<file path="config.mk">
export PLATFORM = sky130hd
export DESIGN_NAME = fixfl_unit
export DESIGN_NICKNAME = d
export VERILOG_FILES = /design/src/design/fixfl_pkg.sv /design/src/design/fixfl_launch.sv /design/src/design/fixfl_mul_stage.sv /design/src/design/fixfl_finish.sv /design/src/design/fixfl_unit.sv
export SDC_FILE = /design/constraint.sdc
export NUM_CORES = 1
export LEC_CHECK = 0
export ABC_AREA = 1
export BUFFER_PORTS_ARGS = -buffer_cell sky130_fd_sc_hd__buf_2
export CAP_MARGIN = 0
export CORE_MARGIN = 2
export CORE_UTILIZATION = 50
export DETAILED_ROUTE_END_ITERATION = 10
export HOLD_SLACK_MARGIN = 0.06
export PLACE_DENSITY = 0.75
export SYNTH_ARGS = -nofsm -noshare
export SYNTH_HDL_FRONTEND = slang
export SYNTH_SLANG_ARGS = --single-unit
</file>
<file path="constraint.sdc">
create_clock -name clk -period 5 [get_ports clk]
set_input_delay 1.25 -clock clk [delete_from_list [all_inputs] [get_ports clk]]
set_output_delay 1.25 -clock clk [all_outputs]
set_load 0.01 [all_outputs]
</file>
<file path="src/design/fixfl_pkg.sv">
`default_nettype none

// shared types for the pipelined fixed-point add/multiply unit
package fixfl_pkg;

  // unsigned fixed format, IIIIIIII.FFFFFFFF
  localparam int INT_BITS  = 8;
  localparam int FRAC_BITS = 8;

  localparam int WORD_W = INT_BITS + FRAC_BITS; // operand and result width
  localparam int PROD_W = 2 * WORD_W;           // full product width
  localparam int ADD_W  = WORD_W + 1;           // sum with carry out

  // one operand or one result
  typedef logic [WORD_W-1:0] fixed_t;

  // full product, also used as the running accumulator
  typedef logic [PROD_W-1:0] prod_t;

  // operation select, matches the vector file encoding
  typedef enum logic [0:0]
  {
    OP_ADD = 1'b0,
    OP_MUL = 1'b1
  } fixfl_op_e;

  // item handed from one pipeline register to the next
  // an addition carries its finished sum in acc with mplier at zero,
  // so the multiply stages leave it untouched
  typedef struct packed
  {
    logic      valid;
    fixfl_op_e op;
    prod_t     mcand;  // multiplicand at the weight of mplier bit 0
    fixed_t    mplier; // multiplier bits still to be consumed
    prod_t     acc;    // partial product or zero-extended sum
  } fixfl_item_t;

endpackage

`default_nettype wire

</file>
<file path="src/design/fixfl_launch.sv">
`default_nettype none

// first pipeline register
// accepts one operation per cycle, finishes an addition here
// and prepares the multiply item for the stage chain
module fixfl_launch
  import fixfl_pkg::*;
(
  input  wire            clk,
  input  wire            reset,
  input  wire            in_valid, // one strobe per operation
  input  wire fixfl_op_e op,
  input  wire fixed_t    num_a,
  input  wire fixed_t    num_b,
  output fixfl_item_t    item
);

  logic [ADD_W-1:0] sum;       // carry sits in the top bit
  fixfl_item_t      item_next;

  // the whole fixed add is a single adder, no alignment needed
  assign sum = {1'b0, num_a} + {1'b0, num_b};

  always_comb
  begin
    item_next       = '0;
    item_next.valid = in_valid;
    item_next.op    = op;

    // multiplicand starts at bit 0, the finish stage picks the
    // fraction alignment out of the full product
    item_next.mcand = {{(PROD_W-WORD_W){1'b0}}, num_a};

    case (op)
      OP_ADD:
      begin
        // mplier stays zero so every stage adds nothing
        item_next.mplier = '0;
        item_next.acc    = {{(PROD_W-ADD_W){1'b0}}, sum};
      end
      OP_MUL:
      begin
        item_next.mplier = num_b;
        item_next.acc    = '0; // empty accumulator
      end
      default:
      begin
        item_next.mplier = '0;
        item_next.acc    = '0;
      end
    endcase
  end

  // payload loads every cycle, only valid sees reset
  always_ff @(posedge clk)
  begin
    item <= item_next;
    if (reset)
    begin
      item.valid <= 1'b0;
    end
  end

endmodule

`default_nettype wire

</file>
<file path="src/design/fixfl_mul_stage.sv">
`default_nettype none

// one step of the shift-and-add multiplier
// consumes BITS_PER_STAGE multiplier bits per cycle
module fixfl_mul_stage
  import fixfl_pkg::*;
#(
  parameter int BITS_PER_STAGE = 4 // must divide WORD_W
)
(
  input  wire              clk,
  input  wire              reset,
  input  wire fixfl_item_t item_in,
  output fixfl_item_t      item_out
);

  prod_t       pp [BITS_PER_STAGE]; // gated partial products of this slice
  prod_t       acc_sum;
  fixfl_item_t item_next;

  // each multiplier bit enables one shifted copy of the multiplicand
  always_comb
  begin
    for (int i = 0; i < BITS_PER_STAGE; i++)
    begin
      pp[i] = (item_in.mcand << i) & {PROD_W{item_in.mplier[i]}};
    end
  end

  // fold the slice into the running product
  always_comb
  begin
    acc_sum = item_in.acc;
    for (int i = 0; i < BITS_PER_STAGE; i++)
    begin
      acc_sum = acc_sum + pp[i];
    end
  end

  // advance the weights for the next stage
  always_comb
  begin
    item_next = item_in;
    item_next.acc = acc_sum;

    // multiplicand moves up by the bits consumed here
    item_next.mcand = item_in.mcand << BITS_PER_STAGE;

    // used bits drop out, the next slice lands at bit 0
    item_next.mplier = item_in.mplier >> BITS_PER_STAGE;
  end

  // an add item has mplier at zero and passes through unchanged,
  // so op is never looked at here
  always_ff @(posedge clk)
  begin
    item_out <= item_next;
    if (reset)
    begin
      item_out.valid <= 1'b0;
    end
  end

endmodule

`default_nettype wire

</file>
<file path="src/design/fixfl_finish.sv">
`default_nettype none

// last pipeline register
// slices the fixed result out of the accumulator and sets the flags
module fixfl_finish
  import fixfl_pkg::*;
(
  input  wire              clk,
  input  wire              reset,
  input  wire fixfl_item_t item,
  output logic             out_valid, // one pulse per result
  output fixed_t           result,
  output logic             overflow,
  output logic             precision_lost
);

  fixed_t res_next;
  logic   ovf_next;
  logic   lost_next;

  always_comb
  begin
    res_next  = '0;
    ovf_next  = 1'b0;
    lost_next = 1'b0;

    case (item.op)
      OP_ADD:
      begin
        // sum is already in fixed format, carry is the overflow
        res_next  = item.acc[WORD_W-1:0];
        ovf_next  = item.acc[WORD_W];
        lost_next = 1'b0; // addition is exact
      end
      OP_MUL:
      begin
        // product has 2*FRAC_BITS fraction bits, drop the lower half
        res_next = item.acc[FRAC_BITS +: WORD_W];

        // anything above the integer field does not fit
        ovf_next = |item.acc[PROD_W-1 -: INT_BITS];

        // truncated fraction bits
        lost_next = |item.acc[FRAC_BITS-1:0];
      end
      default:
      begin
        res_next  = '0;
        ovf_next  = 1'b0;
        lost_next = 1'b0;
      end
    endcase
  end

  // result and flags registered, out_valid cleared by reset
  always_ff @(posedge clk)
  begin
    result         <= res_next;
    overflow       <= ovf_next;
    precision_lost <= lost_next;

    if (reset)
    begin
      out_valid <= 1'b0;
    end
    else
    begin
      out_valid <= item.valid;
    end
  end

endmodule

`default_nettype wire

</file>
<file path="src/design/fixfl_unit.sv">
`default_nettype none

// pipelined 16-bit unsigned fixed-point add/multiply unit
//
// one operation may enter every cycle, results leave in order
// latency is NUM_STAGES+2 cycles from the in_valid edge:
// launch register, NUM_STAGES multiply steps, finish register
module fixfl_unit
  import fixfl_pkg::*;
#(
  parameter int BITS_PER_STAGE = 4 // multiplier bits per stage
)
(
  input  wire            clk,
  input  wire            reset,

  // operation in, no back-pressure
  input  wire            in_valid,
  input  wire fixfl_op_e op,
  input  wire fixed_t    num_a, // multiplicand for OP_MUL
  input  wire fixed_t    num_b, // multiplier for OP_MUL

  // result out, held for a single cycle
  output logic           out_valid,
  output fixed_t         result,
  output logic           overflow,
  output logic           precision_lost
);

  localparam int NUM_STAGES = WORD_W / BITS_PER_STAGE;

  // pipe[0] from launch, pipe[k+1] from stage k, last one to finish
  fixfl_item_t pipe [NUM_STAGES+1];

  fixfl_launch u_launch
  (
    .clk      (clk),
    .reset    (reset),
    .in_valid (in_valid),
    .op       (op),
    .num_a    (num_a),
    .num_b    (num_b),
    .item     (pipe[0])
  );

  // shift-and-add chain, one slice of the multiplier per stage
  for (genvar k = 0; k < NUM_STAGES; k++)
  begin : g_stage
    fixfl_mul_stage
    #(
      .BITS_PER_STAGE (BITS_PER_STAGE)
    )
    u_stage
    (
      .clk      (clk),
      .reset    (reset),
      .item_in  (pipe[k]),
      .item_out (pipe[k+1])
    );
  end

  fixfl_finish u_finish
  (
    .clk            (clk),
    .reset          (reset),
    .item           (pipe[NUM_STAGES]),
    .out_valid      (out_valid),
    .result         (result),
    .overflow       (overflow),
    .precision_lost (precision_lost)
  );

endmodule

`default_nettype wire

</file>
==> results.md, run 1 <==
* Crit path kind: flip-flop to flip-flop
* Synthesized area at 16,900 sq um
* Unique masters post-synth at 32
* Largest net degree at the start of global routing at 23
* Async S/R FF share, synth at 0
* Chip height at 188 um
* Share of cells above drive strength 1 at 0.0508
* Cell taking the most area after synthesis: dfxtp_1
* Setup WS post-layout at 0.933 ns
* Final worst path period need at 4.07 ns
* Worst path arrival time at 4.52 ns
* Worst-skew pair later-pin latency at 0.56 ns
* Final Instance Area at 18,500 sq um
* Vias per inst at 4.72
* Dpl ws at 0.984 ns
* Vias in the first global route at 13,100
* Synthesized area per cell at 7.81 sq um
* I/O Buffers at 54
* Die area at 35,200 sq um
* GP Congestion at 0.917
* Clk root buf: clkbuf_16
* Final Power at 8.97 mW
* Fin Clk Skew at 0.0104 ns
* Data required time of the worst path at 5.45 ns
* Worst-path clk slew at 0.06 ns
* CTS buffer count at 28
* Vias at 12,600
* Initial DRC count at 721
* I/O pins at 55
* Core Area at 33,400 sq um
* DRT Wirelength at 34,700 um
* CTS tree: yes
* Nets at 2,545
* Max IR drop VDD at 0.346 mV
* Area taken by multi-input logic gates at 9320 sq um
* Slew Viols, Final at 0
* Worst hold path class: flip-flop to flip-flop
* Rows at 67
* Fin crit share at 0.813
* DPL Wire Length at 28,400 um
* # Post-CTS Setup Buffers at 0
* GRT overflow at 0
* Starting Density at 0.506
* Hold_ws at 0.312 ns
* Hold buffer count at cts at 0
* Clock sink total at 257
* Area grow syn2layout at 9.75%
* Top_reg_cell synth: dfxtp_1
* Status: finished, final reports clean
* Critical path endpoint category: flip-flop
* Synth cell count leaders: nand2_1, inv_1, dfxtp_1
* Syn_nets at 2,499
* First-pass GRT wire length at 60,500 um
* Register area at 5140 sq um
* DP Area at 17,600 sq um
* Cells after synthesis at 2,161
* Power density over the cells at 484 nW/um^2
* Setup TNS at 0 ns
* Non-Filler Instances at 2,675
* Wire per inst at 13.0 um
* Top post-synthesis cells by area: dfxtp_1, fa_1, nand2_1
* Yosys reg bits at 257
* CP Max Fanout at 16
* Fin util at 0.555
* Reg-to-reg slack, setup at 0.93 ns
* Placed Cells at 2,625
* Slew headroom at 0.517
* Number of setup violations in the final report at 0
* Antenna violations before repair at 1
* Leakage power at 10.9 nW
* First-pass detailed-route iteration total at 5
* Clk buf depth at 3
* Fillers at 3,127
* Post-CTS Resized at 0
* DRC at 0
* RSZ-0062 raised after global routing: false
* Chip Width at 188 um
* CP startpoint kind: flip-flop
* Worst Tran Pin Value at 0.723 ns
* H-tree depth at 1
* Most numerous cell in the Yosys netlist: nand2_1
* FMAX at 246 MHz
* Gr usage total at 0.208
* EDFF count, synth at 0
* Yosys Warn Count at 0
* Sequential cell area fraction in the yosys report at 0.305
* Final ANT Viol Nets at 0
* Final Hold Fails at 0
* Top cell type's share of synthesized area at 0.305
* # Max-Cap Violations at 0
[state kept, by name, indices dropped and copies added (netlist names)]
signal,cells
g_stage.u_stage.item_out,187
u_finish.out_valid,1
u_finish.precision_lost,1
u_finish.result,16
u_launch.item,51
u_finish.overflow,1
[routing by layer]
layer | up-vias | share of wire | track usage
li1 | 6325 | - | -
met1 | 6001 | 0.42 | 0.249
met2 | 235 | 0.51 | 0.393
met3 | 55 | 0.040 | 0.0245
met4 | 0 | 0.025 | 0.0545
met5 | - | 0 | 0
[worst max-delay path, cell delays in order, from the launching register on]
cell	delay, ns
dfxtp_1	0.69
nand2_1	0.16
fa_1	0.57
inv_1	0.06
fa_1	0.53
inv_1	0.05
fa_1	0.48
inv_1	0.10
ha_1	0.18
inv_1	0.06
fa_1	0.42
o21ai_2	0.25
nand2_1	0.07
nand2_1	0.12
nand2_1	0.08
nand3_1	0.08
nand2_1	0.05
[cells in the final DEF (no fill, tap or decap), types with 2 or more instances in the layout]
master	instances
xor2_1	27
clkbuf_16	28
inv_1	599
nor2_1	66
clkbuf_8	4
nand3_1	59
clkinv_2	3
ha_1	117
nor3_1	7
o31ai_1	3
o21ai_0	33
clkinv_4	2
bufinv_16	4
nand2_1	633
clkbuf_1	6
nand3_2	2
o21ai_2	2
nor4_1	6
a21o_1	6
fa_1	185
and2_1	14
nand2_2	7
xnor2_1	2
a21oi_1	88
nor3_2	2
buf_2	54
dfxtp_1	257
[power by group]
part / leakage, nW / switching [mW] / internal [mW]
registers: 2.16 / 0.223 / 2.59
clock network: 0.473 / 0.840 / 1.30
logic: 8.27 / 2.54 / 1.48
total: 10.9 / 3.61 / 5.36
[layout make-up]
type	count	share of cell area
clock buffers	38	0.0420
diodes	1	0.000135
clock inverters	11	0.0103
flip-flops and latches	257	0.278
well taps	448	0.0303
multi-input cells	1265	0.503
inverters	601	0.122
repair buffers	54	0.0146
[path summary, 6_finish.rpt]
path / startpoint / endpoint / cells after the start
worst max-delay path: g_stage[1].u_stage.item_out[35]$_DFF_P_ / g_stage[2].u_stage.item_out[27]$_DFF_P_ / 16
worst min-delay path: u_launch.item[45]$_SDFF_PN0_ / g_stage[0].u_stage.item_out[41]$_DFF_P_ / 0
worst max register to register: g_stage[1].u_stage.item_out[35]$_DFF_P_ / g_stage[2].u_stage.item_out[27]$_DFF_P_ / 16
worst min register to register: u_launch.item[45]$_SDFF_PN0_ / g_stage[0].u_stage.item_out[41]$_DFF_P_ / 0
[cell families (layout without fill, tap and decap cells)]
group	after synthesis	in the layout	share of synthesized area
AND/OR/NAND/NOR	800	800	0.189
buffers and inverters	639	704	0.143
adder cells (fa/ha/maj)	302	302	0.306
flip-flops	257	257	0.305
AO/OA/AOI/OAI	134	134	0.0417
XOR/XNOR	29	29	0.0150
other	0	1	0
(Power assumes the default switching activity.)
==> inputs of run 2 (changes only) <==
==> constraint.sdc (replaced) <==
create_clock -name clk -period 3.9 [get_ports clk]
set_input_delay 0.975 -clock clk [delete_from_list [all_inputs] [get_ports clk]]
set_output_delay 0.975 -clock clk [all_outputs]
set_load 0.01 [all_outputs]
==> results.md, run 2 (synthesized netlist as in run 1, its figures left out) <==
* Worst hold path class: flip-flop to flip-flop (unchanged)
* Setup TNS at 0 ns (unchanged)
* DRC at 0 (unchanged)
* Antenna violations before repair at 0 (was 1)
* Register area at 5150 sq um (was 5140 sq um)
* Vias at 12,700 (was 12,600)
* Final ANT Viol Nets at 0 (unchanged)
* I/O pins at 55 (unchanged)
* GP Congestion at 0.910 (was 0.917)
* Top Registers: g_stage.u_stage.item_out: 187 flops, u_launch.item: 51 flops, u_finish.result: 16 flops (unchanged)
* Critical Path Max Stage Delay at 0.54 ns (was 0.69 ns)
* Clk root buf: clkbuf_16 (unchanged)
* Final Power at 11.6 mW (was 8.97 mW)
* Area grow syn2layout at 11.0% (was 9.75%)
* Hold_ws at 0.323 ns (was 0.312 ns)
* Clock share of power at 0.245 (was 0.239)
* Combinational power share at 0.449 (was 0.448)
* Nets at 2,562 (was 2,545)
* Critical path endpoint category: flip-flop (unchanged)
* CP delay by family, top: adder cells (unchanged)
* DPL Wire Length at 28,300 um (was 28,400 um)
* Worst-path clk slew at 0.06 ns (about the same)
* Switch Pwr at 4.62 mW (was 3.61 mW)
* Largest net degree at the start of global routing at 23 (unchanged)
* Most frequent cells in the layout: nand2_1, inv_1, dfxtp_1, fa_1, ha_1 (unchanged)
* Flop pwr share at 0.306 (was 0.313)
* Chip height at 188 um (unchanged)
* GRT overflow at 0 (unchanged)
* N_diodes at 0 (was 1)
* FMAX at 272 MHz (was 246 MHz)
* Power density over the cells at 621 nW/um^2 (was 484 nW/um^2)
* Slew headroom at 0.617 (was 0.517)
* Fin crit share at 0.944 (was 0.813)
* First-pass detailed-route iteration total at 5 (unchanged)
* Data required time of the worst path at 4.32 ns (was 5.45 ns)
* First-pass GRT wire length at 59,000 um (was 60,500 um)
* R2r worst-path depth at 16 (unchanged)
* Max reg flops at 187 (unchanged)
* Internal Power at 7.02 mW (was 5.36 mW)
* Fin Clk Skew at 0.0151 ns (was 0.0104 ns)
* Slew Viols, Final at 0 (unchanged)
* Vias in the first global route at 13,300 (was 13,100)
* CP max stage cell: fa_1 (was dfxtp_1)
* Fillers at 3,060 (was 3,127)
* Status: finished, final reports clean (unchanged)
* Final Hold Fails at 0 (unchanged)
* Worst path arrival time at 4.10 ns (was 4.52 ns)
* # Max-Cap Violations at 0 (unchanged)
* RSZ-0062 raised after global routing: false (unchanged)
* Wire per inst at 12.7 um (was 13.0 um)
* Starting Density at 0.506 (unchanged)
* CP startpoint kind: flip-flop (unchanged)
* CTS tree: yes (unchanged)
* CP Max Fanout at 5 (was 16)
* H-tree depth at 1 (unchanged)
* Setup crit start: u_launch.item[51]$_DFF_P_ (was g_stage[1].u_stage.item_out[35]$_DFF_P_)
* Initial DRC count at 486 (was 721)
* I/O Buffers at 54 (unchanged)
* Final worst path period need at 3.68 ns (was 4.07 ns)
* Worst-skew pair later-pin latency at 0.54 ns (was 0.56 ns)
* Largest register by flop count: g_stage.u_stage.item_out (unchanged)
* Hold buffer count at cts at 0 (unchanged)
* Worst r2r dst: g_stage[0].u_stage.item_out[20]$_DFF_P_ (was g_stage[2].u_stage.item_out[27]$_DFF_P_)
* Core Area at 33,400 sq um (unchanged)
* Vias per inst at 4.70 (was 4.72)
* DRT Wirelength at 34,200 um (was 34,700 um)
* Leakage power at 11.0 nW (was 10.9 nW)
* Worst Tran Pin Value at 0.573 ns (was 0.723 ns)
* Chip Width at 188 um (unchanged)
* Number of setup violations in the final report at 0 (unchanged)
* Reg-to-reg slack, setup at 0.22 ns (was 0.93 ns)
* Final Instance Area at 18,700 sq um (was 18,500 sq um)
* CTS buffer count at 28 (unchanged)
* DP Area at 17,700 sq um (was 17,600 sq um)
* Worst Path Buf+Inv at 3 (was 4)
* Sw Share at 0.397 (was 0.402)
* R2r startpoint: u_launch.item[51]$_DFF_P_ (was g_stage[1].u_stage.item_out[35]$_DFF_P_)
* Critical Path End: g_stage[0].u_stage.item_out[20]$_DFF_P_ (was g_stage[2].u_stage.item_out[27]$_DFF_P_)
* Rows at 67 (unchanged)
* Max IR drop VDD at 0.458 mV (was 0.346 mV)
* Clk buf depth at 3 (unchanged)
* Most common cell after layout, fill and taps aside: nand2_1 (unchanged)
* Crit path kind: flip-flop to flip-flop (unchanged)
* Crit-path cells: nand2_1 > fa_1 > inv_1 > fa_1 > inv_1 > fa_1 > inv_1 > ha_1 > a21oi_1 > nand2_1 > nand3_1 > nand2_1 > nand2_1 > nand2_1 > nand2_1 > nand2_1 (was nand2_1 > fa_1 > inv_1 > fa_1 > inv_1 > fa_1 > inv_1 > ha_1 > inv_1 > fa_1 > o21ai_2 > nand2_1 > nand2_1 > nand2_1 > nand3_1 > nand2_1)
* Most used cell, CP: nand2_1 (unchanged)
* Die area at 35,200 sq um (unchanged)
* Area taken by multi-input logic gates at 9340 sq um (was 9320 sq um)
* Share of cells above drive strength 1 at 0.0624 (was 0.0508)
* CP Depth at 16 (unchanged)
* Clock sink total at 257 (unchanged)
* Gr usage total at 0.201 (was 0.208)
run 2: cell types whose count changed in the layout (fill, tap and decap cells not counted), moves of 2 or more:
cell       delta
dfxtp_1       -2
dfxtp_2       +2
clkinv_4      -2
nand2_1       -2
bufinv_16     +2
buf_6         +4
clkinv_2      +2
clkbuf_1      -2
buf_4        +13
nand2_2       +2
run 2: layout make-up:
class / instances / area share
clock buffer: 36 / 0.0411
sequential: 257 / 0.275
multi-input combinational: 1265 / 0.498
tap: 448 / 0.0299
inverter: 601 / 0.120
timing repair buffer: 71 / 0.0220
clock inverter: 15 / 0.0132
run 2: power groups by stage:
stage | registers, mW | logic (mW) | clock network [mW]
floorplan | 3.56 | 3.95 | 0
global placement | 3.61 | 4.98 | 0
detailed placement | 3.62 | 5.17 | 0
CTS | 3.57 | 5.24 | 2.91
global route | 3.63 | 6.06 | 3.03
finish | 3.56 | 5.22 | 2.85
run 2: timing repair:
item / in CTS / in global routing
gates resized for setup: 0 / 10
setup buffers: 0 / 0
endpoints found under the setup margin: 0 / 10
run 2: per-layer routing:
| metal | GRT usage | vias up | wire (um) |
|---|---|---|---|
| met4 | 0.0557 | 0 | 941 |
| li1 | - | 6379 | - |
| met5 | 0 | - | 0 |
| met3 | 0.0228 | 60 | 1120 |
| met1 | 0.224 | 5991 | 14100 |
| met2 | 0.399 | 234 | 18000 |
run 2: stage by stage:
step	utilization	worst slack, ns	instances
after floorplan	-	0.155	2161
after global placement	0.530	0.181	2642
after detailed placement	0.530	0.129	2642
after CTS	0.560	0.110	2693
after global routing	0.561	0.0111	2693
final	0.561	0.218	2693
run 2: worst min-delay path by stage:
| stage | from | endpoint | depth (start not counted) |
|---|---|---|---|
| final | g_stage[0].u_stage.item_out[1]$_DFF_P_ | g_stage[1].u_stage.item_out[1]$_DFF_P_ | 0 |
| after floorplan | u_launch.item[36]$_SDFF_PN0_ | g_stage[0].u_stage.item_out[32]$_DFF_P_ | 0 |
| after global routing | u_launch.item[41]$_SDFF_PN0_ | g_stage[0].u_stage.item_out[37]$_DFF_P_ | 0 |
| after CTS | u_launch.item[41]$_SDFF_PN0_ | g_stage[0].u_stage.item_out[37]$_DFF_P_ | 0 |
| after detailed placement | g_stage[2].u_stage.item_out[1]$_DFF_P_ | g_stage[3].u_stage.item_out[1]$_DFF_P_ | 0 |
| after global placement | u_launch.item[44]$_SDFF_PN0_ | g_stage[0].u_stage.item_out[40]$_DFF_P_ | 0 |
==> inputs of run 3 (changes only) <==
--- a/config.mk
+++ b/config.mk
@@ -13,6 +13,7 @@
 export DETAILED_ROUTE_END_ITERATION = 10
 export HOLD_SLACK_MARGIN = 0.06
 export PLACE_DENSITY = 0.75
+export REMOVE_ABC_BUFFERS = 1
 export SYNTH_ARGS = -nofsm -noshare
 export SYNTH_HDL_FRONTEND = slang
 export SYNTH_SLANG_ARGS = --single-unit
==> constraint.sdc (replaced) <==
create_clock -name clk -period 4 [get_ports clk]
set_input_delay 1 -clock clk [delete_from_list [all_inputs] [get_ports clk]]
set_output_delay 1 -clock clk [all_outputs]
set_load 0.01 [all_outputs]
==> results.md, run 3 (synthesized netlist as in run 1, its figures left out) <==
* Hold Path Depth at 0 (unchanged)
* CP Max Fanout at 5 (unchanged)
* Power density over the cells at 603 nW/um^2 (was 621 nW/um^2)
* CTS tree: yes (unchanged)
* Gr usage total at 0.200 (was 0.201)
* Worst-skew pair later-pin latency at 0.56 ns (was 0.54 ns)
* Fillers at 3,072 (was 3,060)
* Crit path kind: flip-flop to flip-flop (unchanged)
* Worst Tran Pin Value at 0.565 ns (was 0.573 ns)
* Setup WS post-layout at 0.251 ns (was 0.218 ns)
* DRT Wirelength at 33,600 um (was 34,200 um)
* FMAX at 267 MHz (was 272 MHz)
* Largest net degree at the start of global routing at 23 (unchanged)
* Fin crit share at 0.937 (was 0.944)
* Rows at 67 (unchanged)
* # Post-CTS Setup Buffers at 0 (unchanged)
* Worst Hold End: g_stage[1].u_stage.item_out[38]$_DFF_P_ (was g_stage[1].u_stage.item_out[1]$_DFF_P_)
* Final Hold Fails at 0 (unchanged)
* Max IR drop VDD at 0.390 mV (was 0.458 mV)
* N_diodes at 0 (unchanged)
* Leakage power at 11.0 nW (about the same)
* Die area at 35,200 sq um (unchanged)
* Worst-path clk slew at 0.07 ns (was 0.06 ns)
* Antenna violations before repair at 0 (unchanged)
* Worst r2r dst: g_stage[2].u_stage.item_out[27]$_DFF_P_ (was g_stage[0].u_stage.item_out[20]$_DFF_P_)
* DPL Wire Length at 28,000 um (was 28,300 um)
* R2r startpoint: g_stage[1].u_stage.item_out[57]$_DFF_P_ (was u_launch.item[51]$_DFF_P_)
* Status: finished, final reports clean (unchanged)
* Share of cells above drive strength 1 at 0.0618 (was 0.0624)
* Starting Density at 0.506 (unchanged)
* DRC at 0 (unchanged)
* Worst hold path class: flip-flop to flip-flop (unchanged)
* Vias in the first global route at 13,300 (about the same)
* CP startpoint kind: flip-flop (unchanged)
* Sw Share at 0.406 (was 0.397)
* I/O Buffers at 54 (unchanged)
* Switch Pwr at 4.58 mW (was 4.62 mW)
* First-pass GRT wire length at 59,100 um (was 59,000 um)
* Vias per inst at 4.67 (was 4.70)
* # Max-Cap Violations at 0 (unchanged)
* Number of setup violations in the final report at 0 (unchanged)
* Combinational power share at 0.446 (was 0.449)
* Most frequent cells in the layout: nand2_1, inv_1, dfxtp_1, fa_1, ha_1 (unchanged)
* Worst Path Buf+Inv at 4 (was 3)
* Data required time of the worst path at 4.46 ns (was 4.32 ns)
* Core Area at 33,400 sq um (unchanged)
* Slew Viols, Final at 0 (unchanged)
* Top Registers: g_stage.u_stage.item_out: 187 flops, u_launch.item: 51 flops, u_finish.result: 16 flops (unchanged)
* GRT overflow at 0 (unchanged)
* Largest register by flop count: g_stage.u_stage.item_out (unchanged)
* GP Congestion at 0.887 (was 0.910)
* Critical path endpoint category: flip-flop (unchanged)
* Clk buf depth at 3 (unchanged)
* Critical Path Max Stage Delay at 0.52 ns (was 0.54 ns)
* Most used cell, CP: nand2_1 (unchanged)
* Final worst path period need at 3.75 ns (was 3.68 ns)
* Initial DRC count at 437 (was 486)
* CP max stage cell: fa_1 (unchanged)
* Vias at 12,600 (was 12,700)
* Clock share of power at 0.244 (was 0.245)
* Internal Power at 6.69 mW (was 7.02 mW)
* Slew headroom at 0.623 (was 0.617)
* Reg-to-reg slack, setup at 0.25 ns (was 0.22 ns)
* Setup TNS at 0 ns (unchanged)
* Area grow syn2layout at 10.8% (was 11.0%)
* I/O pins at 55 (unchanged)
* Final ANT Viol Nets at 0 (unchanged)
* Hold Startpoint: g_stage[0].u_stage.item_out[42]$_DFF_P_ (was g_stage[0].u_stage.item_out[1]$_DFF_P_)
* Chip Width at 188 um (unchanged)
* H-tree depth at 1 (unchanged)
* Flop pwr share at 0.309 (was 0.306)
* First-pass detailed-route iteration total at 5 (unchanged)
* R2r worst-path depth at 16 (unchanged)
* Chip height at 188 um (unchanged)
* Most common cell after layout, fill and taps aside: nand2_1 (unchanged)
* Hold buffer count at cts at 0 (unchanged)
* Clock sink total at 257 (unchanged)
* Post-CTS Resized at 0 (unchanged)
* Worst path arrival time at 4.21 ns (was 4.10 ns)
* Wire per inst at 12.5 um (was 12.7 um)
* Clk root buf: clkbuf_16 (unchanged)
* RSZ-0062 raised after global routing: false (unchanged)
* Fin Clk Skew at 0.0175 ns (was 0.0151 ns)
* Nets at 2,563 (was 2,562)
* Dpl ws at 0.268 ns (was 0.129 ns)
* Crit-path cells: nand2_1 > fa_1 > inv_1 > fa_1 > inv_1 > fa_1 > inv_1 > ha_1 > inv_1 > fa_1 > o21ai_2 > nand2_1 > nand2_1 > nand2_1 > nand3_1 > nand2_1 (was nand2_1 > fa_1 > inv_1 > fa_1 > inv_1 > fa_1 > inv_1 > ha_1 > a21oi_1 > nand2_1 > nand3_1 > nand2_1 > nand2_1 > nand2_1 > nand2_1 > nand2_1)
* Max reg flops at 187 (unchanged)
* CTS buffer count at 29 (was 28)
* CP delay by family, top: adder cells (unchanged)
-- run 3: cell types whose count changed in the layout (fill, tap and decap cells not counted), sizes merged --
cell      change
clkinv        +1
inv           +6
clkbuf        -2
clkinvlp      +1
bufinv        -3
-- run 3: area by class of cell --
type / instances / area (sq um) / share of cell area
inverters: 601 / 2260 / 0.121
clock inverters: 20 / 240 / 0.0128
repair buffers: 71 / 398 / 0.0213
flip-flops and latches: 257 / 5140 / 0.275
clock buffers: 34 / 774 / 0.0414
well taps: 448 / 561 / 0.0300
multi-input cells: 1265 / 9320 / 0.499
-- run 3: how the worst max path moves through the flow --
stage	startpoint	endpoint	slack, ns	cells after the start
3_5_place_dp	g_stage[1].u_stage.item_out[57]$_DFF_P_	g_stage[2].u_stage.item_out[27]$_DFF_P_	0.27	16
2_1_floorplan	g_stage[1].u_stage.item_out[35]$_DFF_P_	g_stage[2].u_stage.item_out[27]$_DFF_P_	0.43	16
3_3_place_gp	g_stage[1].u_stage.item_out[56]$_DFF_P_	g_stage[2].u_stage.item_out[27]$_DFF_P_	0.29	16
4_1_cts	u_launch.item[35]$_SDFF_PN0_	g_stage[0].u_stage.item_out[17]$_DFF_P_	0.25	17
6_report	g_stage[1].u_stage.item_out[57]$_DFF_P_	g_stage[2].u_stage.item_out[27]$_DFF_P_	0.25	16
5_1_grt	u_launch.item[34]$_SDFF_PN0_	g_stage[0].u_stage.item_out[17]$_DFF_P_	0.02	17
-- run 3: metrics by stage --
stage | area (sq um) | utilization | std cells | hold WS (ns) | power, mW
4_1_cts | 18700 | 0.560 | 2696 | 0.322 | 11.4
5_1_grt | 18700 | 0.560 | 2696 | 0.330 | 12.3
2_1_floorplan | 16700 | - | 2123 | 0.310 | 7.31
3_5_place_dp | 17700 | 0.530 | 2642 | 0.312 | 8.55
6_report | 18700 | 0.560 | 2696 | 0.324 | 11.3
3_3_place_gp | 17700 | 0.530 | 2642 | 0.312 | 8.38
-- run 3: metal layers --
metal  vias up  GRT usage  routed length (um)
met5         -          0                   0
met4         0     0.0700                1100
met3        77     0.0249                1050
met2       207      0.387               17400
met1      5924      0.225               14100
li1       6387          -                   -
-- run 3: power groups by stage --
stage | Combinational [mW] | Sequential (mW) | Clock (mW)
floorplan | 3.81 | 3.50 | 0
global placement | 4.85 | 3.53 | 0
detailed placement | 5.01 | 3.54 | 0
CTS | 5.06 | 3.49 | 2.81
global route | 5.86 | 3.55 | 2.92
finish | 5.03 | 3.49 | 2.75
